[src/source/osc_bus_pkg.sv]
////////////////////////////////////////
// system bus request/response structs
// register map and control word union
// event vector layout
////////////////////////////////////////

`default_nettype none

package osc_bus_pkg;

  localparam int unsigned addr_width = 7;

  ////////////////////////////////////////
  // bus
  ////////////////////////////////////////

  // wen/ren are single cycle strobes
  typedef struct packed {
    logic                  wen;
    logic                  ren;
    logic [addr_width-1:0] addr;
    logic [31:0]           wdata;
  } bus_req_t;

  // ack one cycle after the request
  typedef struct packed {
    logic        ack;
    logic [31:0] rdata;
  } bus_rsp_t;

  ////////////////////////////////////////
  // register offsets
  ////////////////////////////////////////

  localparam logic [addr_width-1:0] reg_ctl     = 'h00;
  localparam logic [addr_width-1:0] reg_msk_str = 'h04;
  localparam logic [addr_width-1:0] reg_msk_stp = 'h08;
  localparam logic [addr_width-1:0] reg_msk_trg = 'h0c;
  localparam logic [addr_width-1:0] reg_pre     = 'h10;
  localparam logic [addr_width-1:0] reg_pst     = 'h14;
  localparam logic [addr_width-1:0] reg_sts_pre = 'h18;
  localparam logic [addr_width-1:0] reg_sts_pst = 'h1c;
  localparam logic [addr_width-1:0] reg_pos     = 'h20;
  localparam logic [addr_width-1:0] reg_neg     = 'h24;
  localparam logic [addr_width-1:0] reg_edg     = 'h28;
  localparam logic [addr_width-1:0] reg_dec     = 'h30;
  localparam logic [addr_width-1:0] reg_shr     = 'h34;
  localparam logic [addr_width-1:0] reg_avg     = 'h38;

  ////////////////////////////////////////
  // control word
  ////////////////////////////////////////

  // bit 0 is rst, bit 3 is trg
  typedef struct packed {
    logic [27:0] pad;
    logic        trg;
    logic        stp;
    logic        str;
    logic        rst;
  } ctl_fields_t;

  // write: command bits, read: status flags
  typedef union packed {
    logic [31:0] raw;
    ctl_fields_t fields;
  } ctl_word_u;

  ////////////////////////////////////////
  // event vector
  ////////////////////////////////////////

  localparam int unsigned evn_width  = 6;
  localparam int unsigned evn_sw_str = 0;
  localparam int unsigned evn_sw_stp = 1;
  localparam int unsigned evn_sw_trg = 2;
  localparam int unsigned evn_lvl    = 3;
  localparam int unsigned evn_ext0   = 4;
  localparam int unsigned evn_ext1   = 5;

endpackage : osc_bus_pkg

`default_nettype wire

[src/source/osc_stream_pkg.sv]
////////////////////////////////////////
// sample and stream types
// decimator, trigger and acquisition
// configuration and status structs
////////////////////////////////////////

`default_nettype none

package osc_stream_pkg;

  ////////////////////////////////////////
  // widths
  ////////////////////////////////////////

  // adc sample
  localparam int unsigned sample_width = 16;
  // decimation factor
  localparam int unsigned dec_width = 17;
  // averaging shift
  localparam int unsigned shr_width = 4;
  // pre/post trigger counters
  localparam int unsigned cnt_width = 31;

  ////////////////////////////////////////
  // stream
  ////////////////////////////////////////

  typedef logic signed [sample_width-1:0] sample_t;

  // ready travels separately, against the flow
  typedef struct packed {
    logic    valid;
    logic    last;
    sample_t data;
  } stream_t;

  ////////////////////////////////////////
  // datapath configuration
  ////////////////////////////////////////

  typedef struct packed {
    logic                 avg;
    logic [dec_width-1:0] dec;
    logic [shr_width-1:0] shr;
  } dec_cfg_t;

  // edg: 0 rising, 1 falling
  typedef struct packed {
    sample_t pos;
    sample_t neg;
    logic    edg;
  } edge_cfg_t;

  typedef struct packed {
    logic [cnt_width-1:0] pre;
    logic [cnt_width-1:0] pst;
  } acq_cfg_t;

  // active flags and live counters
  typedef struct packed {
    logic                 str;
    logic                 stp;
    logic                 trg;
    logic [cnt_width-1:0] pre_cnt;
    logic [cnt_width-1:0] pst_cnt;
  } acq_sts_t;

endpackage : osc_stream_pkg

`default_nettype wire
[src/source/osc_top.sv]
////////////////////////////////////////
// oscilloscope channel top
// registers, decimator, trigger, acquire
////////////////////////////////////////

`default_nettype none

module osc_top
  import osc_stream_pkg::*;
  import osc_bus_pkg::*;
(
  input  logic       bus,
  input  logic       rst_n,
  input  bus_req_t   bus_req,
  output bus_rsp_t   bus_rsp,
  input  logic [1:0] ext_evn,
  input  stream_t    adc_in,
  output logic       adc_ready,
  output stream_t    scope_out,
  input  logic       scope_ready,
  output logic       evn_lst
);

  // control and configuration
  logic      ctl_rst;
  logic      sw_str;
  logic      sw_stp;
  logic      sw_trg;
  logic      ctl_str;
  logic      ctl_stp;
  logic      ctl_trg;
  dec_cfg_t  dec_cfg;
  edge_cfg_t edge_cfg;
  acq_cfg_t  acq_cfg;
  acq_sts_t  acq_sts;

  // inner streams
  stream_t dec_out;
  logic    dec_ready;
  stream_t edge_out;
  logic    edge_ready;

  // event sources
  logic                 lvl;
  logic [evn_width-1:0] evn;

  assign evn[evn_sw_str] = sw_str;
  assign evn[evn_sw_stp] = sw_stp;
  assign evn[evn_sw_trg] = sw_trg;
  assign evn[evn_lvl]    = lvl;
  assign evn[evn_ext0]   = ext_evn[0];
  assign evn[evn_ext1]   = ext_evn[1];

  osc_regs u_regs (
    .bus      (bus),
    .rst_n    (rst_n),
    .bus_req  (bus_req),
    .bus_rsp  (bus_rsp),
    .evn      (evn),
    .acq_sts  (acq_sts),
    .ctl_rst  (ctl_rst),
    .sw_str   (sw_str),
    .sw_stp   (sw_stp),
    .sw_trg   (sw_trg),
    .ctl_str  (ctl_str),
    .ctl_stp  (ctl_stp),
    .ctl_trg  (ctl_trg),
    .dec_cfg  (dec_cfg),
    .edge_cfg (edge_cfg),
    .acq_cfg  (acq_cfg)
  );

  osc_dec_avg u_dec_avg (
    .bus       (bus),
    .rst_n     (rst_n),
    .ctl_rst   (ctl_rst),
    .cfg       (dec_cfg),
    .sti       (adc_in),
    .sti_ready (adc_ready),
    .sto       (dec_out),
    .sto_ready (dec_ready)
  );

  osc_edge u_edge (
    .bus       (bus),
    .rst_n     (rst_n),
    .ctl_rst   (ctl_rst),
    .cfg       (edge_cfg),
    .sti       (dec_out),
    .sti_ready (dec_ready),
    .sto       (edge_out),
    .sto_ready (edge_ready),
    .evn_lvl   (lvl)
  );

  osc_acq u_acq (
    .bus       (bus),
    .rst_n     (rst_n),
    .ctl_rst   (ctl_rst),
    .ctl_str   (ctl_str),
    .ctl_stp   (ctl_stp),
    .ctl_trg   (ctl_trg),
    .cfg       (acq_cfg),
    .sts       (acq_sts),
    .sti       (edge_out),
    .sti_ready (edge_ready),
    .sto       (scope_out),
    .sto_ready (scope_ready),
    .evn_lst   (evn_lst)
  );

endmodule : osc_top

`default_nettype wire

[src/source/osc_acq.sv]
////////////////////////////////////////
// acquisition controller
// start, trigger, stop, pre/post counts
////////////////////////////////////////

`default_nettype none

module osc_acq
  import osc_stream_pkg::*;
(
  input  logic     bus,
  input  logic     rst_n,
  input  logic     ctl_rst,
  input  logic     ctl_str,
  input  logic     ctl_stp,
  input  logic     ctl_trg,
  input  acq_cfg_t cfg,
  output acq_sts_t sts,
  input  stream_t  sti,
  output logic     sti_ready,
  output stream_t  sto,
  input  logic     sto_ready,
  output logic     evn_lst
);

  // running, stopped, triggered
  logic                 run;
  logic                 stopped;
  logic                 trig;
  // stop waiting for a stalled beat
  logic                 stp_pnd;
  logic [cnt_width-1:0] pre_cnt;
  logic [cnt_width-1:0] pst_cnt;
  logic [cnt_width-1:0] pst_nxt;

  logic fwd;
  logic trg_acc;
  logic lst;
  logic stall;
  logic end_req;

  ////////////////////////////////////////
  // stream pass-through
  ////////////////////////////////////////

  // idle: keep ready high and drop samples
  assign sti_ready = run ? sto_ready : 1'b1;
  assign fwd       = run & sti.valid & sto_ready;
  assign stall     = run & sti.valid & ~sto_ready;

  assign pst_nxt = pst_cnt + 1'b1;
  assign lst     = fwd & trig & (pst_nxt >= cfg.pst);
  assign trg_acc = ctl_trg & run & ~trig & (pre_cnt >= cfg.pre);
  assign end_req = ctl_stp | stp_pnd;

  assign sto     = '{valid: run & sti.valid, last: lst, data: sti.data};
  assign evn_lst = lst;

  ////////////////////////////////////////
  // state and counters
  ////////////////////////////////////////

  always_ff @(posedge bus or negedge rst_n) begin
    if (!rst_n) begin
      run     <= 1'b0;
      stopped <= 1'b0;
      trig    <= 1'b0;
      stp_pnd <= 1'b0;
      pre_cnt <= '0;
      pst_cnt <= '0;
    end else if (ctl_rst) begin
      run     <= 1'b0;
      stopped <= 1'b0;
      trig    <= 1'b0;
      stp_pnd <= 1'b0;
      pre_cnt <= '0;
      pst_cnt <= '0;
    end else if (ctl_str) begin
      // (re)start clears the record
      run     <= 1'b1;
      stopped <= 1'b0;
      trig    <= 1'b0;
      stp_pnd <= 1'b0;
      pre_cnt <= '0;
      pst_cnt <= '0;
    end else if (run) begin
      if (trg_acc) begin
        trig <= 1'b1;
      end
      // trigger beat still counts as pre
      if (fwd && !trig) begin
        pre_cnt <= pre_cnt + 1'b1;
      end
      if (fwd && trig) begin
        pst_cnt <= pst_nxt;
      end
      if (lst) begin
        run     <= 1'b0;
        stp_pnd <= 1'b0;
      end else if (end_req && stall) begin
        // a presented beat is held until it transfers
        stp_pnd <= 1'b1;
      end else if (end_req) begin
        run     <= 1'b0;
        stopped <= 1'b1;
        stp_pnd <= 1'b0;
      end
    end
  end

  assign sts = '{str: run, stp: stopped, trg: trig, pre_cnt: pre_cnt, pst_cnt: pst_cnt};

endmodule : osc_acq

`default_nettype wire

[src/source/osc_edge.sv]
////////////////////////////////////////
// level crossing trigger with hysteresis
// single register stream stage
////////////////////////////////////////

`default_nettype none

module osc_edge
  import osc_stream_pkg::*;
(
  input  logic      bus,
  input  logic      rst_n,
  input  logic      ctl_rst,
  input  edge_cfg_t cfg,
  input  stream_t   sti,
  output logic      sti_ready,
  output stream_t   sto,
  input  logic      sto_ready,
  output logic      evn_lvl
);

  logic    armed;
  logic    out_valid;
  logic    out_last;
  logic    out_trg;
  sample_t out_data;

  sample_t smp;
  sample_t lvl_pos;
  sample_t lvl_neg;
  logic    take;
  logic    arm_hit;
  logic    fire_hit;
  logic    fire;

  assign smp     = sti.data;
  assign lvl_pos = cfg.pos;
  assign lvl_neg = cfg.neg;

  assign sti_ready = ~out_valid | sto_ready;
  assign take      = sti.valid & sti_ready;

  // rising arms low and fires high, falling is the mirror
  assign arm_hit  = cfg.edg ? (smp > lvl_pos) : (smp <= lvl_neg);
  assign fire_hit = cfg.edg ? (smp <= lvl_neg) : (smp >= lvl_pos);
  assign fire     = armed & fire_hit;

  always_ff @(posedge bus or negedge rst_n) begin
    if (!rst_n) begin
      armed     <= 1'b0;
      out_valid <= 1'b0;
      out_trg   <= 1'b0;
    end else if (ctl_rst) begin
      armed     <= 1'b0;
      out_valid <= 1'b0;
      out_trg   <= 1'b0;
    end else if (take) begin
      out_valid <= 1'b1;
      // crossing flag travels with its sample
      out_trg   <= fire;
      if (fire) begin
        armed <= 1'b0;
      end else if (arm_hit) begin
        armed <= 1'b1;
      end
    end else if (sto_ready) begin
      out_valid <= 1'b0;
    end
  end

  always_ff @(posedge bus) begin
    if (take) begin
      out_data <= smp;
      out_last <= sti.last;
    end
  end

  assign sto = '{valid: out_valid, last: out_last, data: out_data};

  // pulse when the crossing sample transfers
  assign evn_lvl = out_valid & out_trg & sto_ready;

endmodule : osc_edge

`default_nettype wire

[src/source/osc_dec_avg.sv]
////////////////////////////////////////
// decimator with optional averaging
////////////////////////////////////////

`default_nettype none

module osc_dec_avg
  import osc_stream_pkg::*;
(
  input  logic     bus,
  input  logic     rst_n,
  input  logic     ctl_rst,
  input  dec_cfg_t cfg,
  input  stream_t  sti,
  output logic     sti_ready,
  output stream_t  sto,
  input  logic     sto_ready
);

  // group position and running sum
  logic        [dec_width-1:0]              cnt;
  logic signed [sample_width+dec_width-1:0] acc;
  logic signed [sample_width+dec_width-1:0] sum;
  logic signed [sample_width+dec_width-1:0] avg_shr;

  logic    out_valid;
  logic    out_last;
  sample_t out_data;
  sample_t smp;
  logic    take;
  logic    grp_end;

  assign smp = sti.data;

  // output register frees up on transfer
  assign sti_ready = ~out_valid | sto_ready;
  assign take      = sti.valid & sti_ready;
  assign grp_end   = (cnt == cfg.dec);

  // sum including the current sample
  assign sum     = acc + {{dec_width{smp[sample_width-1]}}, smp};
  assign avg_shr = sum >>> cfg.shr;

  ////////////////////////////////////////
  // group counter and accumulator
  ////////////////////////////////////////

  always_ff @(posedge bus or negedge rst_n) begin
    if (!rst_n) begin
      cnt       <= '0;
      acc       <= '0;
      out_valid <= 1'b0;
    end else if (ctl_rst) begin
      cnt       <= '0;
      acc       <= '0;
      out_valid <= 1'b0;
    end else begin
      if (take) begin
        if (grp_end) begin
          // restart group
          cnt <= '0;
          acc <= '0;
        end else begin
          cnt <= cnt + 1'b1;
          acc <= sum;
        end
      end
      // new beat on group end, else drop on transfer
      if (take && grp_end) begin
        out_valid <= 1'b1;
      end else if (sto_ready) begin
        out_valid <= 1'b0;
      end
    end
  end

  // output sample, truncated average or last input
  always_ff @(posedge bus) begin
    if (take && grp_end) begin
      out_data <= cfg.avg ? avg_shr[sample_width-1:0] : smp;
      out_last <= sti.last;
    end
  end

  assign sto = '{valid: out_valid, last: out_last, data: out_data};

endmodule : osc_dec_avg

`default_nettype wire

[src/source/osc_regs.sv]
////////////////////////////////////////
// register set on the system bus
// software event pulses, event masks
////////////////////////////////////////

`default_nettype none

module osc_regs
  import osc_stream_pkg::*;
  import osc_bus_pkg::*;
(
  input  logic                 bus,
  input  logic                 rst_n,
  input  bus_req_t             bus_req,
  output bus_rsp_t             bus_rsp,
  input  logic [evn_width-1:0] evn,
  input  acq_sts_t             acq_sts,
  output logic                 ctl_rst,
  output logic                 sw_str,
  output logic                 sw_stp,
  output logic                 sw_trg,
  output logic                 ctl_str,
  output logic                 ctl_stp,
  output logic                 ctl_trg,
  output dec_cfg_t             dec_cfg,
  output edge_cfg_t            edge_cfg,
  output acq_cfg_t             acq_cfg
);

  // event select masks
  logic [evn_width-1:0] msk_str;
  logic [evn_width-1:0] msk_stp;
  logic [evn_width-1:0] msk_trg;

  logic        rsp_ack;
  logic [31:0] rsp_rdata;

  // command decode and status encode share one layout
  ctl_word_u cmd;
  ctl_word_u sts_word;
  logic      wr_ctl;

  assign cmd.raw = bus_req.wdata;
  assign wr_ctl  = bus_req.wen & (bus_req.addr == reg_ctl);

  ////////////////////////////////////////
  // handshake
  ////////////////////////////////////////

  always_ff @(posedge bus or negedge rst_n) begin
    if (!rst_n) begin
      rsp_ack <= 1'b0;
    end else begin
      rsp_ack <= bus_req.wen | bus_req.ren;
    end
  end

  assign bus_rsp = '{ack: rsp_ack, rdata: rsp_rdata};

  ////////////////////////////////////////
  // write access
  ////////////////////////////////////////

  always_ff @(posedge bus or negedge rst_n) begin
    if (!rst_n) begin
      msk_str  <= '0;
      msk_stp  <= '0;
      msk_trg  <= '0;
      acq_cfg  <= '0;
      edge_cfg <= '0;
      dec_cfg  <= '0;
    end else if (bus_req.wen) begin
      case (bus_req.addr)
        // event masks
        reg_msk_str: msk_str <= bus_req.wdata[evn_width-1:0];
        reg_msk_stp: msk_stp <= bus_req.wdata[evn_width-1:0];
        reg_msk_trg: msk_trg <= bus_req.wdata[evn_width-1:0];
        // pre/post trigger length
        reg_pre: acq_cfg.pre <= bus_req.wdata[cnt_width-1:0];
        reg_pst: acq_cfg.pst <= bus_req.wdata[cnt_width-1:0];
        // trigger levels and edge
        reg_pos: edge_cfg.pos <= bus_req.wdata[sample_width-1:0];
        reg_neg: edge_cfg.neg <= bus_req.wdata[sample_width-1:0];
        reg_edg: edge_cfg.edg <= bus_req.wdata[0];
        // decimation
        reg_dec: dec_cfg.dec <= bus_req.wdata[dec_width-1:0];
        reg_shr: dec_cfg.shr <= bus_req.wdata[shr_width-1:0];
        reg_avg: dec_cfg.avg <= bus_req.wdata[0];
        default: ;
      endcase
    end
  end

  // command pulses, one cycle after the write
  always_ff @(posedge bus or negedge rst_n) begin
    if (!rst_n) begin
      ctl_rst <= 1'b0;
      sw_str  <= 1'b0;
      sw_stp  <= 1'b0;
      sw_trg  <= 1'b0;
    end else begin
      ctl_rst <= wr_ctl & cmd.fields.rst;
      sw_str  <= wr_ctl & cmd.fields.str;
      sw_stp  <= wr_ctl & cmd.fields.stp;
      sw_trg  <= wr_ctl & cmd.fields.trg;
    end
  end

  ////////////////////////////////////////
  // read access
  ////////////////////////////////////////

  // flags at the command bit positions, rst reads 0
  always_comb begin
    sts_word.raw        = '0;
    sts_word.fields.str = acq_sts.str;
    sts_word.fields.stp = acq_sts.stp;
    sts_word.fields.trg = acq_sts.trg;
  end

  always_ff @(posedge bus) begin
    if (bus_req.ren) begin
      case (bus_req.addr)
        reg_ctl:     rsp_rdata <= sts_word.raw;
        reg_msk_str: rsp_rdata <= 32'(msk_str);
        reg_msk_stp: rsp_rdata <= 32'(msk_stp);
        reg_msk_trg: rsp_rdata <= 32'(msk_trg);
        reg_pre:     rsp_rdata <= 32'(acq_cfg.pre);
        reg_pst:     rsp_rdata <= 32'(acq_cfg.pst);
        // live counters
        reg_sts_pre: rsp_rdata <= 32'(acq_sts.pre_cnt);
        reg_sts_pst: rsp_rdata <= 32'(acq_sts.pst_cnt);
        // levels are sign extended
        reg_pos: rsp_rdata <= {{(32-sample_width){edge_cfg.pos[sample_width-1]}}, edge_cfg.pos};
        reg_neg: rsp_rdata <= {{(32-sample_width){edge_cfg.neg[sample_width-1]}}, edge_cfg.neg};
        reg_edg: rsp_rdata <= 32'(edge_cfg.edg);
        reg_dec: rsp_rdata <= 32'(dec_cfg.dec);
        reg_shr: rsp_rdata <= 32'(dec_cfg.shr);
        reg_avg: rsp_rdata <= 32'(dec_cfg.avg);
        default: rsp_rdata <= '0;
      endcase
    end
  end

  ////////////////////////////////////////
  // event selection
  ////////////////////////////////////////

  // any selected event fires the strobe
  assign ctl_str = |(evn & msk_str);
  assign ctl_stp = |(evn & msk_stp);
  assign ctl_trg = |(evn & msk_trg);

endmodule : osc_regs

`default_nettype wire

[config.mk]
export PLATFORM = sky130hd
export DESIGN_NAME = osc_top
export DESIGN_NICKNAME = d
export VERILOG_FILES = /design/src/source/osc_bus_pkg.sv /design/src/source/osc_stream_pkg.sv /design/src/source/osc_top.sv /design/src/source/osc_acq.sv /design/src/source/osc_edge.sv /design/src/source/osc_dec_avg.sv /design/src/source/osc_regs.sv
export SDC_FILE = /design/constraint.sdc
export NUM_CORES = 1
export LEC_CHECK = 0
export BUFFER_PORTS_ARGS = -buffer_cell sky130_fd_sc_hd__buf_2
export CAP_MARGIN = 30
export CORE_AREA = 2 2 184 186
export CTS_CLUSTER_DIAMETER = 30
export DETAILED_ROUTE_END_ITERATION = 7
export DIE_AREA = 0 0 186 188
export PLACE_DENSITY = 0.81
export SLEW_MARGIN = 25
export SYNTH_ARGS = -nofsm -noshare
export SYNTH_HDL_FRONTEND = slang
export SYNTH_SLANG_ARGS = --single-unit
[constraint.sdc]
create_clock -name bus -period 5.91 [get_ports bus]
set_input_delay 1.182 -clock bus [delete_from_list [all_inputs] [get_ports bus]]
set_output_delay 1.182 -clock bus [all_outputs]
set_load 0.02 [all_outputs]
== After elaboration in Yosys (flattened, before gate mapping) ==
Cells that the tools add are included.
Storage, ports and cells
  register bits after elaboration: 324
  input port bits: 64
  output and inout port bits: 53
Cells by class
  add/subtract/negate cells: 4
  magnitude comparators: 5
  eq/ne operators: 16
  shift-type cells: 1
  mux-type cells: 53
  bitwise operators: 29
  reductions and logical operators: 37
Operator list (number)
  $pmux 32 s14: 1
  $mux 31: 8
  $mux 33: 3
  $add 31x1->31 const B: 2
  $ge 31x31->1: 2
  $mux 17: 3
  $eq 7x6->1 const B: 6
  $mux 1: 37
  $add 33x33->33: 1
  $sshr 33x4->16: 1
  $reduce_and 2->1: 16
  $eq 7x5->1 const B: 4
  $reduce_bool 3->1: 8
  $and 1x1->1: 18
  $and 6x6->6: 3
  $reduce_or 6->1: 3
  $add 17x1->17 const B: 1
  $eq 17x17->1: 1
  $ge 16x16->1: 1
  $gt 16x16->1: 1
  $le 16x16->1: 1
  $mux 16: 1
  $eq 7x4->1 const B: 2
  $eq 7x3->1 const B: 1
  10 further kinds: 20

== Logic depth before layout (Yosys ltp) ==
  depth after elaboration: 11
  mapped depth: 17
  depth with buffers taken out: 16

== Cells and area by module ==
A second synthesis with hierarchy kept.
Unflattened totals
  cell total of the unflattened synthesis: 2123
  area total of the unflattened synthesis: 21473.1 sq um
Modules (own cells, without submodules)
  osc_regs: times used 1, cells each 584, area an instance 8104.0 sq um
  osc_dec_avg: times used 1, cells each 751, area an instance 6472.5 sq um
  osc_acq: times used 1, cells each 636, area an instance 5341.4 sq um
  osc_edge: times used 1, cells each 152, area an instance 1555.2 sq um

== Least setup slack after synthesis ==
Ideal clock, no wire load.
  kind: register to output
  start: register u_acq.pst_cnt[0]
  end: output port scope_out[16] (netlist name)
  data arrival time: 3.793 ns
  data required time: 4.728 ns
  path slack: 0.935 ns
  cell stages (with the launch flop): 18
  cells stage by stage: dfrtp_1 -> ha_1 -> inv_1 -> nor3_2 -> nand4_1 -> nor3_1 -> nand3_1 -> nor2_1 -> nand3_1 -> xnor2_1 -> ha_1 -> nand4_1 -> nor2_1 -> nand2_1 -> o2bb2ai_1 -> a21oi_1 -> a21oi_1 -> buf_4
Between the ends
  longest elaborated chain between the ends: 3
RTL lines
  start: declaration: line osc_acq.sv:33  | logic [cnt_width-1:0] pst_cnt;
  start signal: assignment: line osc_acq.sv:95  | pst_cnt <= pst_nxt;
  $add 31x1->31: line osc_acq.sv:51  | assign pst_nxt = pst_cnt + 1'b1;
  $ge 31x31->1: line osc_acq.sv:52  | assign lst = fwd & trig & (pst_nxt >= cfg.pst);
  $and 1x1->1: line osc_acq.sv:52
  end: declaration: line osc_top.sv:19  | output stream_t scope_out,
No other way between the ends.

== Worst setup path after layout ==
  start: register u_acq.pst_cnt[0]
  end: output port evn_lst
Between the ends
  longest elaborated chain between the ends: 3
RTL lines
  $add 31x1->31: line osc_acq.sv:51
  $ge 31x31->1: line osc_acq.sv:52
  $and 1x1->1: line osc_acq.sv:52
  end: declaration: line osc_top.sv:21  | output logic evn_lst
No other way between the ends.

==> results.toml <==
[outcome]
status = "finished, final reports clean"

[floorplanning]
die_area_sq_mm = 0.0350
die_y_um = 188
ios = 117
start_util_pct = 61.0
core_area_sq_mm = 0.0331
num_rows = 67
die_w_um = 186

[detailed_routing]
ant_nets = 0
drtIter0Drc = 1948
post_drt_wl_per_cell_um = 23.3
routed_wl_mm = 63.1
vias = 17900
post-route-drc-count = 0
viasPerCell = 6.62
dr.pass1.iters = 6

[setup_path]
r2r_start = "u_dec_avg.acc[0]$_DFFE_PN0P_"
critPathMaxFanout = 8
end_kind = "output port"
path_class = "register to output port"
critical_path.startpoint_type = "register"
crit_arrival_ns = 4.51
worst_r2r_endpoint = "u_dec_avg.out_data[15]$_DFFE_PP_"
worstPathRequired_ns = 4.73
regToRegSetupSlack_ns = 1.94
r2r_cells = 12

[clock_network]
ctsLongestPathBuffers = 3
h-tree-depth = 3
clk_pin_slew_worst_paths_ns = 0.05
cts_buffers = 79
cts_root_buf = "clkbuf_16"
clock_latency_ns = 0.60
clock-sinks = 322
cts_tree = "yes"
hold_buffers = 0

[synth]
synthTopCellsByArea = "dfrtp_1 32%, edfxtp_1 9.5%, ha_1 7.9%"
syn_avg_cell_area_sq_um = 9.78
syn-num-nets = 2257
synth_edf_count = 64
syn_inst = 2065
synth_async_sr_flop_share_pct = 80.1
yosys.area.top_type_share_pct = 32.0
seq_area_frac_synth_pct = 41.5
synth_area_sq_mm = 0.0202
synth-seq-cells = 322
synth_cell_types = 89
ys_warn_count = 0
synth_area_leader_cell = "dfrtp_1"
ys.flop_type = "dfrtp_1"

[grt]
grt_usage_pct = 36.3
grt_pass1_vias = 18500
overflow = 0
antenna_found_initial = 2
grt_pass1_wl_mm = 98.7
grt_max_degree = 131

[sta]
finalCriticalPeriod_ns = 5.69
max_freq_mhz = 176
finalCritPeriodShare_pct = 96.3
tns_ns = 0
drv_slew = 0
slew_headroom_pct = 29.7
hold_viol_final = 0
worstMarginPinSlew_ns = 1.04
holdWs_ns = 0.472
clock_skew_ns = 0.0272
setup_violations = 0

[cells_and_area]
utilization_pct = 72.2
layout.nets = 2380
n_fill_cell = 2263
syn2layout_area_growth_pct = 18.4
drive_above_1_share_pct = 20.6

[pwr]
powerDensity_mw_per_mm2 = 413
vdd_drop_max_uv = 347
p_leak_nw = 10.7

[min_path]
hold_path.class = "register to register"
min-delay-start = "u_dec_avg.out_data[0]$_DFFE_PP_"
whs_path_depth = 0
min_to = "u_edge.out_data[0]$_DFFE_PP_"

[place]
hpwl_mm = 43.4
portBuffers = 114
routabilityCongestion = 0.957

[job]
max_cap_viol_count = 0
## metrics by stage
step           worst slack [ns]  power [mW]  instances  cell area, sq um
3_5_place_dp              0.507        5.51       2549             21100
2_1_floorplan             0.935        4.75       2065             20200
6_report                  0.217        9.87       2703             23900
5_1_grt                 -0.0402        10.3       2702             23900
3_3_place_gp              0.619        5.43       2547             21100
4_1_cts                  0.0613        9.83       2696             23800
## cells in the final DEF (no fill, tap or decap), drive strengths merged, types with 92 or more instances in the layout
cell,count
mux2,134
ha,127
nor2,162
inv,132
clkbuf,98
o21ai,92
nand2,169
dfrtp,258
buf,142
a21oi,101
## registers in the layout, indices dropped and copies added (netlist names), 6 cells and up
| name | cells |
|---|---|
| u_regs.rsp_rdata | 32 |
| u_regs.edge_cfg | 33 |
| u_dec_avg.acc | 31 |
| u_regs.msk_str | 6 |
| u_edge.out_data | 16 |
| u_regs.dec_cfg | 22 |
| u_acq.pre_cnt | 31 |
| u_regs.msk_stp | 6 |
| u_regs.msk_trg | 6 |
| u_dec_avg.cnt | 17 |
| u_dec_avg.out_data | 16 |
| u_acq.pst_cnt | 31 |
| u_regs.acq_cfg | 62 |
## synth_stat cells (5+ instances only)
library cell,n
dfrtp_1,258
nand2_1,168
nor2_1,162
mux2_2,133
ha_1,127
inv_1,120
a21oi_1,97
nand3_1,91
o21ai_0,87
xor2_1,66
a22oi_1,64
edfxtp_1,64
clkbuf_1,63
xnor2_1,61
nand4_1,53
nor3_1,34
mux2i_1,32
a21o_1,29
or3_1,22
and3_1,20
buf_1,20
a22o_1,19
o211ai_1,17
a211oi_1,16
a222oi_1,13
nor4_1,13
a221oi_1,12
nor2b_1,12
and4_1,10
o21a_1,10
o22ai_1,10
a31oi_1,9
and2_1,9
buf_4,9
nand2b_1,9
o221ai_1,8
mux4_2,7
buf_2,6
o31ai_1,6
or4_1,6
a211o_1,5
or2_2,5
## routing by layer
metal  wire [um]  GRT usage (%)  share of wire [%]
met1       23000           42.4                 37
met2       30200           59.8                 48
met3        5310           7.63                8.4
met4        4560           24.5                7.2
met5           0              0                  0
## cell families (layout without fill, tap and decap cells)
family	Yosys count	count (layout)	synth area share (%)
buf+inv	222	411	4.41
flops	322	322	41.5
xor+xnor	127	127	5.51
fa+ha+maj	128	128	7.97
other cells	0	1	0
simple gates	633	633	15.1
mux	173	173	9.86
compound gates	460	460	15.6
## how the worst max path moves through the flow
stage | startpoint | endpoint | slack (ns) | depth (start not counted)
global route | u_acq.pst_cnt[0]$_DFFE_PN0P_ | evn_lst | -0.04 | 18
finish | u_acq.pst_cnt[0]$_DFFE_PN0P_ | evn_lst | 0.22 | 18
CTS | u_acq.pst_cnt[0]$_DFFE_PN0P_ | evn_lst | 0.06 | 18
detailed placement | u_acq.pst_cnt[2]$_DFFE_PN0P_ | evn_lst | 0.51 | 16
global placement | u_acq.pst_cnt[2]$_DFFE_PN0P_ | evn_lst | 0.62 | 16
floorplan | u_acq.pst_cnt[0]$_DFFE_PN0P_ | scope_out[16] | 0.94 | 17
## layout make-up
cell class,instances,area (sq um),share of cell area [%]
Multi-Input combinational cell,1521,11000,46.0
Sequential cell,322,8380,35.1
Clock buffer,98,2150,8.99
Timing Repair Buffer,142,836,3.50
Tap cell,448,561,2.35
Clock inverter,49,527,2.20
Inverter,122,458,1.92
Antenna cell,1,2.50,0.0105
## critical path: stages, from the launching register on
cell and delay, ns:
dfrtp_1 0.48, ha_1 0.29, inv_1 0.09, nor3_2 0.17, buf_4 0.19, nand4_1 0.23
nor3_2 0.28, nand3_1 0.26, nor2_4 0.23, nand3_1 0.11, xnor2_1 0.14, ha_1 0.30
nand4_1 0.12, nor2_1 0.17, nand2_1 0.09, nor2_1 0.12, a21oi_1 0.15, a21oi_2 0.27
buf_2 0.22
## repair_timing
action / in CTS / in global routing
pin swaps: 0 / 1
hold endpoints to repair: 0 / 0
buffers inserted: 0 / 2
endpoints found under the setup margin: 2 / 2
gates resized for setup: 3 / 7
## power breakdown
| part | switching, mW | internal, mW |
|---|---|---|
| sequential | 0.218 | 2.50 |
| combinational | 1.77 | 1.09 |
| clock | 1.43 | 2.86 |
| total | 3.41 | 6.46 |
Note: power is estimated with default switching activity, not from simulation.
